File: src/source/matrix_pkg.sv
// Matrix unit shared types
package matrix_pkg;

  // ------------------------------------------------------------------
  // Sizes
  // ------------------------------------------------------------------

  // Largest row or column count
  localparam int MAT_DIM = 4;

  // Dimension and index width, holds 0 to MAT_DIM
  localparam int DIM_W = 3;

  // Element width
  localparam int ELEM_W = 8;

  // ------------------------------------------------------------------
  // Data types
  // ------------------------------------------------------------------

  typedef logic signed [ELEM_W-1:0] element_t;

  // Cells are addressed as cells[row][col]
  typedef struct packed {
    logic                                is_valid;
    logic [DIM_W-1:0]                    rows;
    logic [DIM_W-1:0]                    cols;
    element_t [MAT_DIM-1:0][MAT_DIM-1:0] cells;
  } matrix_t;

  // OP_CONV and codes 5 to 7 are rejected by the shape check
  typedef enum logic [2:0] {
    OP_ADD        = 3'd0,
    OP_SCALAR_MUL = 3'd1,
    OP_TRANSPOSE  = 3'd2,
    OP_MAT_MUL    = 3'd3,
    OP_CONV       = 3'd4
  } op_code_t;

  // ------------------------------------------------------------------
  // Control between blocks
  // ------------------------------------------------------------------

  typedef struct packed {
    logic             legal;
    logic [DIM_W-1:0] res_rows;
    logic [DIM_W-1:0] res_cols;
    logic [DIM_W-1:0] inner_len;
  } shape_t;

  // Datapath action for the current cycle
  typedef enum logic [1:0] {
    STEP_LOAD  = 2'd0,
    STEP_FETCH = 2'd1,
    STEP_EXEC  = 2'd2,
    STEP_WRITE = 2'd3
  } step_t;

  typedef struct packed {
    logic             active;
    step_t            step;
    op_code_t         op;
    logic [DIM_W-1:0] row;
    logic [DIM_W-1:0] col;
    logic [DIM_W-1:0] inner;
    logic             last;
  } step_cmd_t;

endpackage

File: src/source/shape_check.sv
// Operand shape check
`timescale 1ns/100ps

module shape_check import matrix_pkg::*; (
  input  op_code_t op_code_i,
  input  matrix_t  matrix_a_i,
  input  matrix_t  matrix_b_i,
  output shape_t   shape_o
);

  logic a_dims_ok;
  logic b_dims_ok;

  // A used dimension must lie in 1..MAT_DIM
  function automatic logic dim_in_range(input logic [DIM_W-1:0] dim);
    return (dim != '0) && (dim <= DIM_W'(MAT_DIM));
  endfunction

  assign a_dims_ok = dim_in_range(matrix_a_i.rows) && dim_in_range(matrix_a_i.cols);
  assign b_dims_ok = dim_in_range(matrix_b_i.rows) && dim_in_range(matrix_b_i.cols);

  // ------------------------------------------------------------------
  // Legality and result shape per opcode
  // ------------------------------------------------------------------
  always_comb begin
    shape_o = '0;
    case (op_code_i)
      OP_ADD: begin
        shape_o.legal    = a_dims_ok && b_dims_ok &&
                           (matrix_a_i.rows == matrix_b_i.rows) &&
                           (matrix_a_i.cols == matrix_b_i.cols);
        shape_o.res_rows = matrix_a_i.rows;
        shape_o.res_cols = matrix_a_i.cols;
      end
      OP_SCALAR_MUL: begin
        shape_o.legal    = a_dims_ok;
        shape_o.res_rows = matrix_a_i.rows;
        shape_o.res_cols = matrix_a_i.cols;
      end
      // Rows and columns swap places
      OP_TRANSPOSE: begin
        shape_o.legal    = a_dims_ok;
        shape_o.res_rows = matrix_a_i.cols;
        shape_o.res_cols = matrix_a_i.rows;
      end
      OP_MAT_MUL: begin
        shape_o.legal     = a_dims_ok && b_dims_ok &&
                            (matrix_a_i.cols == matrix_b_i.rows);
        shape_o.res_rows  = matrix_a_i.rows;
        shape_o.res_cols  = matrix_b_i.cols;
        shape_o.inner_len = matrix_a_i.cols;
      end
      // Convolution and unused codes
      default: begin
        shape_o.legal = 1'b0;
      end
    endcase
  end

endmodule

File: src/source/loop_sequencer.sv
// Matrix operation sequencer
`timescale 1ns/100ps

module loop_sequencer import matrix_pkg::*; (
  input  logic        clk,
  input  logic        rst_n,
  input  logic        start_i,
  input  shape_t      shape_i,
  input  op_code_t    op_code_i,
  output step_cmd_t   cmd_o,
  output logic        done_o,
  output logic        error_o,
  output logic [31:0] cycle_count_o
);

  typedef enum logic [1:0] {
    S_IDLE,
    S_EXEC,
    S_DONE
  } seq_state_t;

  seq_state_t       state_q;
  step_t            step_q;
  logic [DIM_W-1:0] row_q;
  logic [DIM_W-1:0] col_q;
  logic [DIM_W-1:0] inner_q;
  logic [31:0]      cycle_q;

  logic is_mat_mul;
  logic last_row;
  logic last_col;
  logic last_inner;
  logic last_cell;
  logic cell_end;

  assign is_mat_mul = (op_code_i == OP_MAT_MUL);
  assign last_row   = (row_q == shape_i.res_rows - DIM_W'(1));
  assign last_col   = (col_q == shape_i.res_cols - DIM_W'(1));
  assign last_inner = (inner_q == shape_i.inner_len - DIM_W'(1));
  assign last_cell  = last_row && last_col;

  // Current cell is finished this cycle
  assign cell_end = (step_q == STEP_WRITE) ||
                    ((step_q == STEP_EXEC) && !is_mat_mul);

  // ------------------------------------------------------------------
  // Command to the datapath
  // ------------------------------------------------------------------
  always_comb begin
    cmd_o       = '0;
    cmd_o.op    = op_code_i;
    cmd_o.row   = row_q;
    cmd_o.col   = col_q;
    cmd_o.inner = inner_q;
    cmd_o.last  = last_cell;
    case (state_q)
      // Load happens on the edge that starts the run
      S_IDLE: begin
        cmd_o.active = start_i && shape_i.legal;
        cmd_o.step   = STEP_LOAD;
      end
      S_EXEC: begin
        cmd_o.active = 1'b1;
        cmd_o.step   = step_q;
      end
      default: begin
        cmd_o.active = 1'b0;
        cmd_o.step   = STEP_LOAD;
      end
    endcase
  end

  // ------------------------------------------------------------------
  // State, loop counters and status
  // ------------------------------------------------------------------
  always_ff @(posedge clk or negedge rst_n) begin
    if (!rst_n) begin
      state_q <= S_IDLE;
      step_q  <= STEP_FETCH;
      row_q   <= '0;
      col_q   <= '0;
      inner_q <= '0;
      cycle_q <= '0;
      done_o  <= 1'b0;
      error_o <= 1'b0;
    end else begin
      case (state_q)
        S_IDLE: begin
          if (start_i) begin
            row_q   <= '0;
            col_q   <= '0;
            inner_q <= '0;
            step_q  <= STEP_FETCH;
            cycle_q <= '0;
            error_o <= !shape_i.legal;
            // Bad shapes skip execution entirely
            if (shape_i.legal) begin
              state_q <= S_EXEC;
            end else begin
              state_q <= S_DONE;
              done_o  <= 1'b1;
            end
          end
        end
        S_EXEC: begin
          cycle_q <= cycle_q + 32'd1;
          if (cell_end) begin
            step_q <= STEP_FETCH;
            if (last_col) begin
              col_q <= '0;
              if (last_row) begin
                row_q   <= '0;
                state_q <= S_DONE;
                done_o  <= 1'b1;
              end else begin
                row_q <= row_q + DIM_W'(1);
              end
            end else begin
              col_q <= col_q + DIM_W'(1);
            end
          end else if (step_q == STEP_FETCH) begin
            step_q <= STEP_EXEC;
          end else if (last_inner) begin
            // Dot product complete, write it out next
            inner_q <= '0;
            step_q  <= STEP_WRITE;
          end else begin
            inner_q <= inner_q + DIM_W'(1);
            step_q  <= STEP_FETCH;
          end
        end
        S_DONE: begin
          // Hold done until start is released
          if (!start_i) begin
            state_q <= S_IDLE;
            done_o  <= 1'b0;
          end
        end
        default: state_q <= S_IDLE;
      endcase
    end
  end

  assign cycle_count_o = cycle_q;

endmodule

File: src/source/element_datapath.sv
// Element arithmetic datapath
`timescale 1ns/100ps

module element_datapath import matrix_pkg::*; #(
  parameter int ACC_W = 24
) (
  input  logic      clk,
  input  logic      rst_n,
  input  step_cmd_t cmd_i,
  input  shape_t    shape_i,
  input  matrix_t   matrix_a_i,
  input  matrix_t   matrix_b_i,
  input  element_t  scalar_i,
  output matrix_t   result_o
);

  localparam int IDX_W = $clog2(MAT_DIM);

  typedef logic signed [ACC_W-1:0] acc_t;

  // Clamp limits of a signed element
  localparam acc_t SAT_MAX = acc_t'((2 ** (ELEM_W - 1)) - 1);
  localparam acc_t SAT_MIN = acc_t'(-(2 ** (ELEM_W - 1)));

  acc_t op_a_q;
  acc_t op_b_q;
  acc_t acc_q;
  acc_t prod;
  acc_t sum;
  acc_t elem_val;

  element_t         fetch_a;
  element_t         fetch_b;
  logic [IDX_W-1:0] row;
  logic [IDX_W-1:0] col;
  logic [IDX_W-1:0] inner;

  logic                                valid_q;
  logic [DIM_W-1:0]                    rows_q;
  logic [DIM_W-1:0]                    cols_q;
  element_t [MAT_DIM-1:0][MAT_DIM-1:0] cells_q;

  logic mat_mul;
  logic do_load;
  logic do_fetch;
  logic do_exec;
  logic do_write;
  logic cell_done;

  function automatic element_t saturate(input acc_t value);
    if (value > SAT_MAX) begin
      return SAT_MAX[ELEM_W-1:0];
    end else if (value < SAT_MIN) begin
      return SAT_MIN[ELEM_W-1:0];
    end
    return value[ELEM_W-1:0];
  endfunction

  // ------------------------------------------------------------------
  // Step decode
  // ------------------------------------------------------------------
  assign mat_mul   = (cmd_i.op == OP_MAT_MUL);
  assign do_load   = cmd_i.active && (cmd_i.step == STEP_LOAD);
  assign do_fetch  = cmd_i.active && (cmd_i.step == STEP_FETCH);
  assign do_exec   = cmd_i.active && (cmd_i.step == STEP_EXEC);
  assign do_write  = cmd_i.active && (cmd_i.step == STEP_WRITE);
  assign cell_done = do_write || (do_exec && !mat_mul);

  assign row   = cmd_i.row[IDX_W-1:0];
  assign col   = cmd_i.col[IDX_W-1:0];
  assign inner = cmd_i.inner[IDX_W-1:0];

  // Operand select
  always_comb begin
    fetch_a = matrix_a_i.cells[row][col];
    fetch_b = matrix_b_i.cells[row][col];
    case (cmd_i.op)
      OP_SCALAR_MUL: fetch_b = scalar_i;
      OP_TRANSPOSE: begin
        fetch_a = matrix_a_i.cells[col][row];
        fetch_b = '0;
      end
      OP_MAT_MUL: begin
        fetch_a = matrix_a_i.cells[row][inner];
        fetch_b = matrix_b_i.cells[inner][col];
      end
      default: ;
    endcase
  end

  // One multiplier serves scalar and matrix products
  assign prod = op_a_q * op_b_q;
  assign sum  = op_a_q + op_b_q;

  always_comb begin
    case (cmd_i.op)
      OP_ADD:        elem_val = sum;
      OP_SCALAR_MUL: elem_val = prod;
      default:       elem_val = op_a_q;
    endcase
  end

  // ------------------------------------------------------------------
  // Operand, accumulator and result storage
  // ------------------------------------------------------------------
  always_ff @(posedge clk) begin
    if (do_load) begin
      rows_q  <= shape_i.res_rows;
      cols_q  <= shape_i.res_cols;
      cells_q <= '0;
      acc_q   <= '0;
    end
    if (do_fetch) begin
      op_a_q <= acc_t'(fetch_a);
      op_b_q <= acc_t'(fetch_b);
    end
    if (do_exec && mat_mul) begin
      acc_q <= acc_q + prod;
    end
    if (cell_done) begin
      cells_q[row][col] <= saturate(do_write ? acc_q : elem_val);
    end
    if (do_write) begin
      acc_q <= '0;
    end
  end

  // Valid once the last cell lands
  always_ff @(posedge clk or negedge rst_n) begin
    if (!rst_n) begin
      valid_q <= 1'b0;
    end else if (do_load) begin
      valid_q <= 1'b0;
    end else if (cell_done && cmd_i.last) begin
      valid_q <= 1'b1;
    end
  end

  always_comb begin
    result_o.is_valid = valid_q;
    result_o.rows     = rows_q;
    result_o.cols     = cols_q;
    result_o.cells    = cells_q;
  end

endmodule

File: src/source/matrix_alu_top.sv
// Matrix arithmetic unit top
`timescale 1ns/100ps

module matrix_alu_top import matrix_pkg::*; #(
  // Wide enough for a full dot product of signed bytes
  parameter int ACC_W = 24
) (
  input  logic        clk,
  input  logic        rst_n,
  input  logic        start_i,
  input  op_code_t    op_code_i,
  input  matrix_t     matrix_a_i,
  input  matrix_t     matrix_b_i,
  input  element_t    scalar_i,
  output matrix_t     result_o,
  output logic        done_o,
  output logic        error_o,
  output logic [31:0] cycle_count_o
);

  shape_t    shape;
  step_cmd_t cmd;

  // ------------------------------------------------------------------
  // Shape check, zero latency
  // ------------------------------------------------------------------
  shape_check i_shape_check (
    .op_code_i  (op_code_i),
    .matrix_a_i (matrix_a_i),
    .matrix_b_i (matrix_b_i),
    .shape_o    (shape)
  );

  // ------------------------------------------------------------------
  // Control
  // ------------------------------------------------------------------
  loop_sequencer i_loop_sequencer (
    .clk           (clk),
    .rst_n         (rst_n),
    .start_i       (start_i),
    .shape_i       (shape),
    .op_code_i     (op_code_i),
    .cmd_o         (cmd),
    .done_o        (done_o),
    .error_o       (error_o),
    .cycle_count_o (cycle_count_o)
  );

  // ------------------------------------------------------------------
  // Arithmetic and result storage
  // ------------------------------------------------------------------
  element_datapath #(
    .ACC_W (ACC_W)
  ) i_element_datapath (
    .clk        (clk),
    .rst_n      (rst_n),
    .cmd_i      (cmd),
    .shape_i    (shape),
    .matrix_a_i (matrix_a_i),
    .matrix_b_i (matrix_b_i),
    .scalar_i   (scalar_i),
    .result_o   (result_o)
  );

endmodule

File: config.mk
export PLATFORM = sky130hd
export DESIGN_NAME = matrix_alu_top
export DESIGN_NICKNAME = d
export VERILOG_FILES = /design/src/source/matrix_pkg.sv /design/src/source/shape_check.sv /design/src/source/loop_sequencer.sv /design/src/source/element_datapath.sv /design/src/source/matrix_alu_top.sv
export SDC_FILE = /design/constraint.sdc
export NUM_CORES = 1
export LEC_CHECK = 0
export BUFFER_PORTS_ARGS = -buffer_cell sky130_fd_sc_hd__buf_4
export CAP_MARGIN = 40
export CORE_AREA = 2 2 199 201
export DETAILED_ROUTE_END_ITERATION = 10
export DIE_AREA = 0 0 201 203
export PLACE_DENSITY = 0.72
export SYNTH_ARGS = -nofsm -noshare
export SYNTH_HDL_FRONTEND = slang
export SYNTH_SLANG_ARGS = --single-unit
File: constraint.sdc
create_clock -name clk -period 14.55 [get_ports clk]
set_input_delay 0.7275 -clock clk [delete_from_list [all_inputs] [get_ports clk]]
set_output_delay 0.7275 -clock clk [all_outputs]
set_load 0.01 [all_outputs]
======== Word-level counts from Yosys, hierarchy flattened ========
Cells that the tools add are included.
word-level totals
  flip-flop bits (word level) ............. 222
  input bits .............................. 284
  output and inout port bits .............. 169
  word-level logic and storage cells ...... 199
cells by class
  add/sub/neg operators ................... 9
  multiply operators ...................... 1
  magnitude comparators ................... 11
  eq/ne operators ......................... 25
  muxes and demuxes ....................... 77
  reductions and logical operators ........ 46
operator list
  operator                                                     count
  binary-select mux 32 bit (select 2 bit)                      4
  two-way mux 128 bit                                          2
  two-way mux 32 bit                                           6
  bitwise mux 128 bit                                          1
  binary-select mux 8 bit (select 2 bit)                       5
  two-way mux 8 bit                                            10
  two-way mux 24 bit                                           3
  demux 32 bit (select 2 bit)                                  1
  one-hot mux 32 bit (2 select lines)                          1
  one-hot mux 24 bit (2 select lines)                          1
  adder 32 x 1 -> 32 bit, second input constant                1
  two-way mux 3 bit                                            10
  adder 24 bit                                                 1
  > comparator 24 x 8 -> 1 bit, second input constant          1
  less-than comparator 24 x 8 -> 1 bit, second input constant  1
  one-hot mux 3 bit (2 select lines)                           4
  one-hot mux 8 bit (3 select lines)                           1
  logical AND 1 bit                                            22
  two-way mux 2 bit                                            10
  == test 3 bit                                                6
  one-hot mux 6 bit (3 select lines)                           1
  demux 8 bit (select 2 bit)                                   1
  multiplier 8 x 8 -> 16 bit                                   1
  one-hot mux 8 bit (2 select lines)                           1
  28 further kinds                                             74

======== Logic depth before layout (Yosys ltp) ========
  depth in word-level cells ............... 20
  mapped depth ............................ 27
  gate-level depth less buffers ........... 26

======== Cells and area by module ========
A second synthesis with hierarchy kept.
second synthesis, totals
  cells, all modules ...................... 1,821
  area, all modules ....................... 17,770.8 µm²
modules (own cells, without submodules)
  module            times used  cells each  area an instance (µm²)  sequential area each (µm²)
  element_datapath  1           1,487       14,657.8                3,728.6
  loop_sequencer    1           283         2,756.4                 1,177.4
  shape_check       1           51          356.6                   0.0

======== Worst setup path before layout ========
OpenSTA, ideal clock, no wires.
  path type ............................... register to register
  from .................................... reg, netlist name i_element_datapath.op_a_q[7]
  to ...................................... reg i_element_datapath.acc_q[23]
  library setup time ...................... 0.072 ns
  data arrival time ....................... 6.594 ns
  required time ........................... 14.478 ns
  setup slack ............................. 7.884 ns
  cell stages (with the launch flop) ...... 26
  path buffers ............................ 2
  period minus slack after synthesis ...... 6.666 ns
  path through ............................ edfxtp_1 clkbuf_1 and2_1 fa_1 inv_1 fa_1 inv_1 fa_1 inv_1 fa_1 inv_1 ha_1 buf_2 a21o_1 a21o_1 a2111o_1 a21o_1 and2_1 ha_1 a21o_1 a2111oi_0 a21oi_1 a21o_1 a31oi_1 mux2i_1 mux2i_1
between the ends
  longest elaborated chain between the ends .. 3
ends and longest elaborated chain
  what                        RTL line                 RTL
  multiplier 8 x 8 -> 16 bit  element_datapath.sv:92   assign prod = op_a_q * op_b_q;
  adder 24 bit                element_datapath.sv:118  acc_q <= acc_q + prod;
  two-way mux 24 bit          element_datapath.sv:117  if (do_exec && mat_mul) begin
  end signal: assignment      element_datapath.sv:118
  end: declaration            element_datapath.sv:27   acc_t acc_q;
No other way between the ends.
A chain may end at the register's enable or synchronous reset.

======== Final worst setup path ========
  from .................................... reg, netlist name i_element_datapath.op_a_q[7]
  to ...................................... reg i_element_datapath.acc_q[23]
between the ends
  longest elaborated chain between the ends .. 3
ends and longest elaborated chain
  what                        RTL line
  multiplier 8 x 8 -> 16 bit  element_datapath.sv:92
  adder 24 bit                element_datapath.sv:118
  two-way mux 24 bit          element_datapath.sv:117
No other way between the ends.

==> results.yml <==
routing:
  drc: 0
  wirelength_mm: 58.1
  wl_per_cell_um: 22.1
  ant_nets: 0
  viasPerCell: 5.99
  vias: 15732
  dr.first_iter.drc_count: 1144
  drt_pass1_iterations: 5
timing:
  fin_skew_ns: 0.0247
  finalHoldViolations: 0
  finalSetupViolations: 0
  period_minus_slack_ns: 7.41
  worstMarginPinSlew_ns: 0.893
  finalSetupTns_ns: 0
  slew_violations: 0
  finalCritPeriodShare_pct: 50.9
  fmax_ghz: 0.135
  setup_slack_ns: 7.14
  slew_headroom_pct: 40.5
  rsz0062_at_grt: "no"
die:
  die-width_um: 201
  io_pins: 453
  start_util_pct: 45.7
  dieHeight_um: 203
  coreArea_um2: 38500
  rows: 72
  dieArea_um2: 40800
global_routing:
  antenna_found_initial: 2
  grt_pass1_wl_mm: 91.0
  grt_pass1_vias: 16227
  grt_max_degree: 55
  grt_overflow: 0
  track_usage_pct: 28.1
cells_and_area:
  drive_gt1_share_pct: 34.7
  fin_util_pct: 58.0
  area.growth.synth_to_final_pct: 27.0
  fin_nets: 2506
clocking:
  cts-buffers-inserted: 25
  clockBufferDepth: 3
  cts_resized: 0
  h-tree-depth: 1
  cts_hold_buffers: 0
  clk-insertion-delay-late_ns: 0.52
  path_clk_slew_ns: 0.06
  postCtsSetupRepairBufs: 0
  cts_tree: "yes"
  cts.sinks: 222
  cts_root_buf: "clkbuf_16"
yosys:
  synthSimpleGateAreaFrac_pct: 13.1
  synthAdderAreaFrac_pct: 11.8
  synth-xor-area-share_pct: 3.02
  synth-compound-area-share_pct: 15.9
  synthFlopType: "dfxtp_1"
  yosys_warnings: 0
  avgSynthCellArea_um2: 10.3
  ys_async_sr_fraction_pct: 21.6
  synth_fp_nets: 2117
  ys_types: 84
  syn_inst: 1702
  syn_area_um2: 17600
  ys_seq_elements: 222
  synth_edf_count: 22
  synth_seq_area_share_pct: 27.9
  synth_top_family_by_area: "multiplexers"
  synthMuxAreaShare_pct: 23.2
setup_path:
  start_kind: "flip-flop"
  cp_max_fo: 13
  worst_setup_path_end_kind: "flip-flop"
  rr_startpoint: "i_element_datapath.op_a_q[7]"
  path_class: "flip-flop to flip-flop"
  crit_start: "i_element_datapath.op_a_q[7]"
  required_ns: 14.99
  crit_arrival_ns: 7.85
job:
  drv_cap: 0
min_path:
  hold_path_class: "input port to async pin"
placed_design:
  io_buffers: 450
  dp_hpwl_mm: 45.9
  place_ws_ns: 7.26
  place_congestion: 0.911
outcome:
  status: "completed"
cell usage in the layout (no fill, tap or decap), types with 10 or more instances in the layout:
cell type / n
xnor2_1: 33
a22o_1: 83
a21oi_1: 51
mux2i_1: 26
and3_1: 10
o211ai_1: 16
ha_1: 74
and2_1: 60
mux4_2: 168
dfxtp_1: 152
nand2_1: 126
dfrtp_1: 41
nand3_1: 90
nor2b_1: 17
nor3_1: 13
inv_1: 113
buf_4: 465
o31ai_1: 21
nor2_1: 80
a21o_1: 14
o21ai_1: 11
edfxtp_1: 22
a211oi_1: 10
a31oi_1: 12
nand2b_1: 13
clkbuf_16: 26
o21ai_0: 98
nor2_2: 14
a22oi_1: 16
fa_1: 57
xor2_1: 25
area by class of cell:
cell class / count / area (µm²)
Timing Repair Buffer: 476 / 3680
Tap cell: 518 / 648
Sequential cell: 222 / 4920
Multi-Input combinational cell: 1251 / 11800
Clock buffer: 33 / 707
Inverter: 115 / 432
Antenna cell: 1 / 2.50
Fill cell: 3290 / 16200
Clock inverter: 12 / 138
per-stage QoR:
| stage | area, µm² | hold slack, ns | instances |
|---|---|---|---|
| after detailed placement | 21500 | 0.447 | 2582 |
| after floorplan | 17600 | 0.432 | 1702 |
| after global routing | 22300 | 0.263 | 2628 |
| final | 22300 | 0.222 | 2628 |
| after global placement | 21300 | 0.440 | 2570 |
| after CTS | 22300 | 0.253 | 2627 |
metal layers:
| layer | track usage [%] | share of wire (%) | vias to the layer above |
|---|---|---|---|
| met2 | 47.9 | 49 | 657 |
| met3 | 5.55 | 7.5 | 119 |
| li1 | - | - | 7156 |
| met4 | 8.54 | 3.2 | 2 |
| met5 | 0 | 0.028 | - |
| met1 | 36.3 | 40 | 7798 |
registers in the layout, summed over array words and instances, names as in the netlist:
signal,flops
i_loop_sequencer.done_o,1
i_element_datapath.rows_q,3
i_element_datapath.cols_q,3
i_loop_sequencer.step_q,2
i_loop_sequencer.row_q,3
i_element_datapath.op_a_q,8
i_element_datapath.op_b_q,8
i_loop_sequencer.inner_q,3
i_loop_sequencer.state_q,2
i_loop_sequencer.error_o,1
i_element_datapath.valid_q,1
i_loop_sequencer.cycle_count_o,32
i_element_datapath.result_o,128
i_loop_sequencer.col_q,3
i_element_datapath.acc_q,24
cells by family (layout without fill, tap and decap cells):
kind of cell / after synthesis / count (layout)
multiplexers: 196 / 196
flip-flops: 222 / 222
XOR/XNOR: 59 / 59
AO/OA/AOI/OAI: 400 / 400
AND/OR/NAND/NOR: 465 / 465
adder cells (fa/ha/maj): 131 / 131
other: 0 / 1
buffers and inverters: 229 / 636
cell usage after synthesis (all sizes together) (57+ instances only):
| master | n | area share (%) |
|---|---|---|
| mux4 | 168 | 22 |
| dfxtp | 152 | 17 |
| nand2 | 126 | 2.7 |
| inv | 115 | 2.5 |
| o21ai | 112 | 3.3 |
| nor2 | 94 | 2.2 |
| nand3 | 90 | 2.6 |
| a22o | 83 | 4.1 |
| ha | 74 | 5.3 |
| clkbuf | 73 | 1.6 |
| and2 | 60 | 2.1 |
| fa | 57 | 6.5 |
worst max-delay path: stages, from the launching register on:
cell and delay (ns):
edfxtp_1 0.63, and2_1 0.32, fa_1 0.63, inv_1 0.17
fa_1 0.58, inv_1 0.06, fa_1 0.53, inv_1 0.05
fa_1 0.53, inv_1 0.04, ha_1 0.39, a21o_1 0.21
a21o_1 0.18, a2111o_1 0.40, a21o_1 0.20, and2_1 0.30
ha_1 0.42, a21o_1 0.20, a2111oi_0 0.44, a21oi_1 0.19
a21o_1 0.21, a31oi_1 0.19, mux2i_1 0.24, mux2i_1 0.19
final timing paths:
check	endpoint	slack, ns	cells after the start
setup reg to reg	i_element_datapath.acc_q[23]	7.14	23
min in group clk	i_element_datapath.result_o[80]	0.46	2
setup / recovery	i_element_datapath.acc_q[23]	7.14	23
hold / removal	i_loop_sequencer.cycle_count_o[24]	0.22	1
max in group asynchronous	i_loop_sequencer.col_q[0]	13.77	1
hold reg to reg	i_element_datapath.result_o[80]	0.46	2
Power is not shown: default switching activity piles up to over one toggle a cycle in this logic, so the estimate is an artifact.
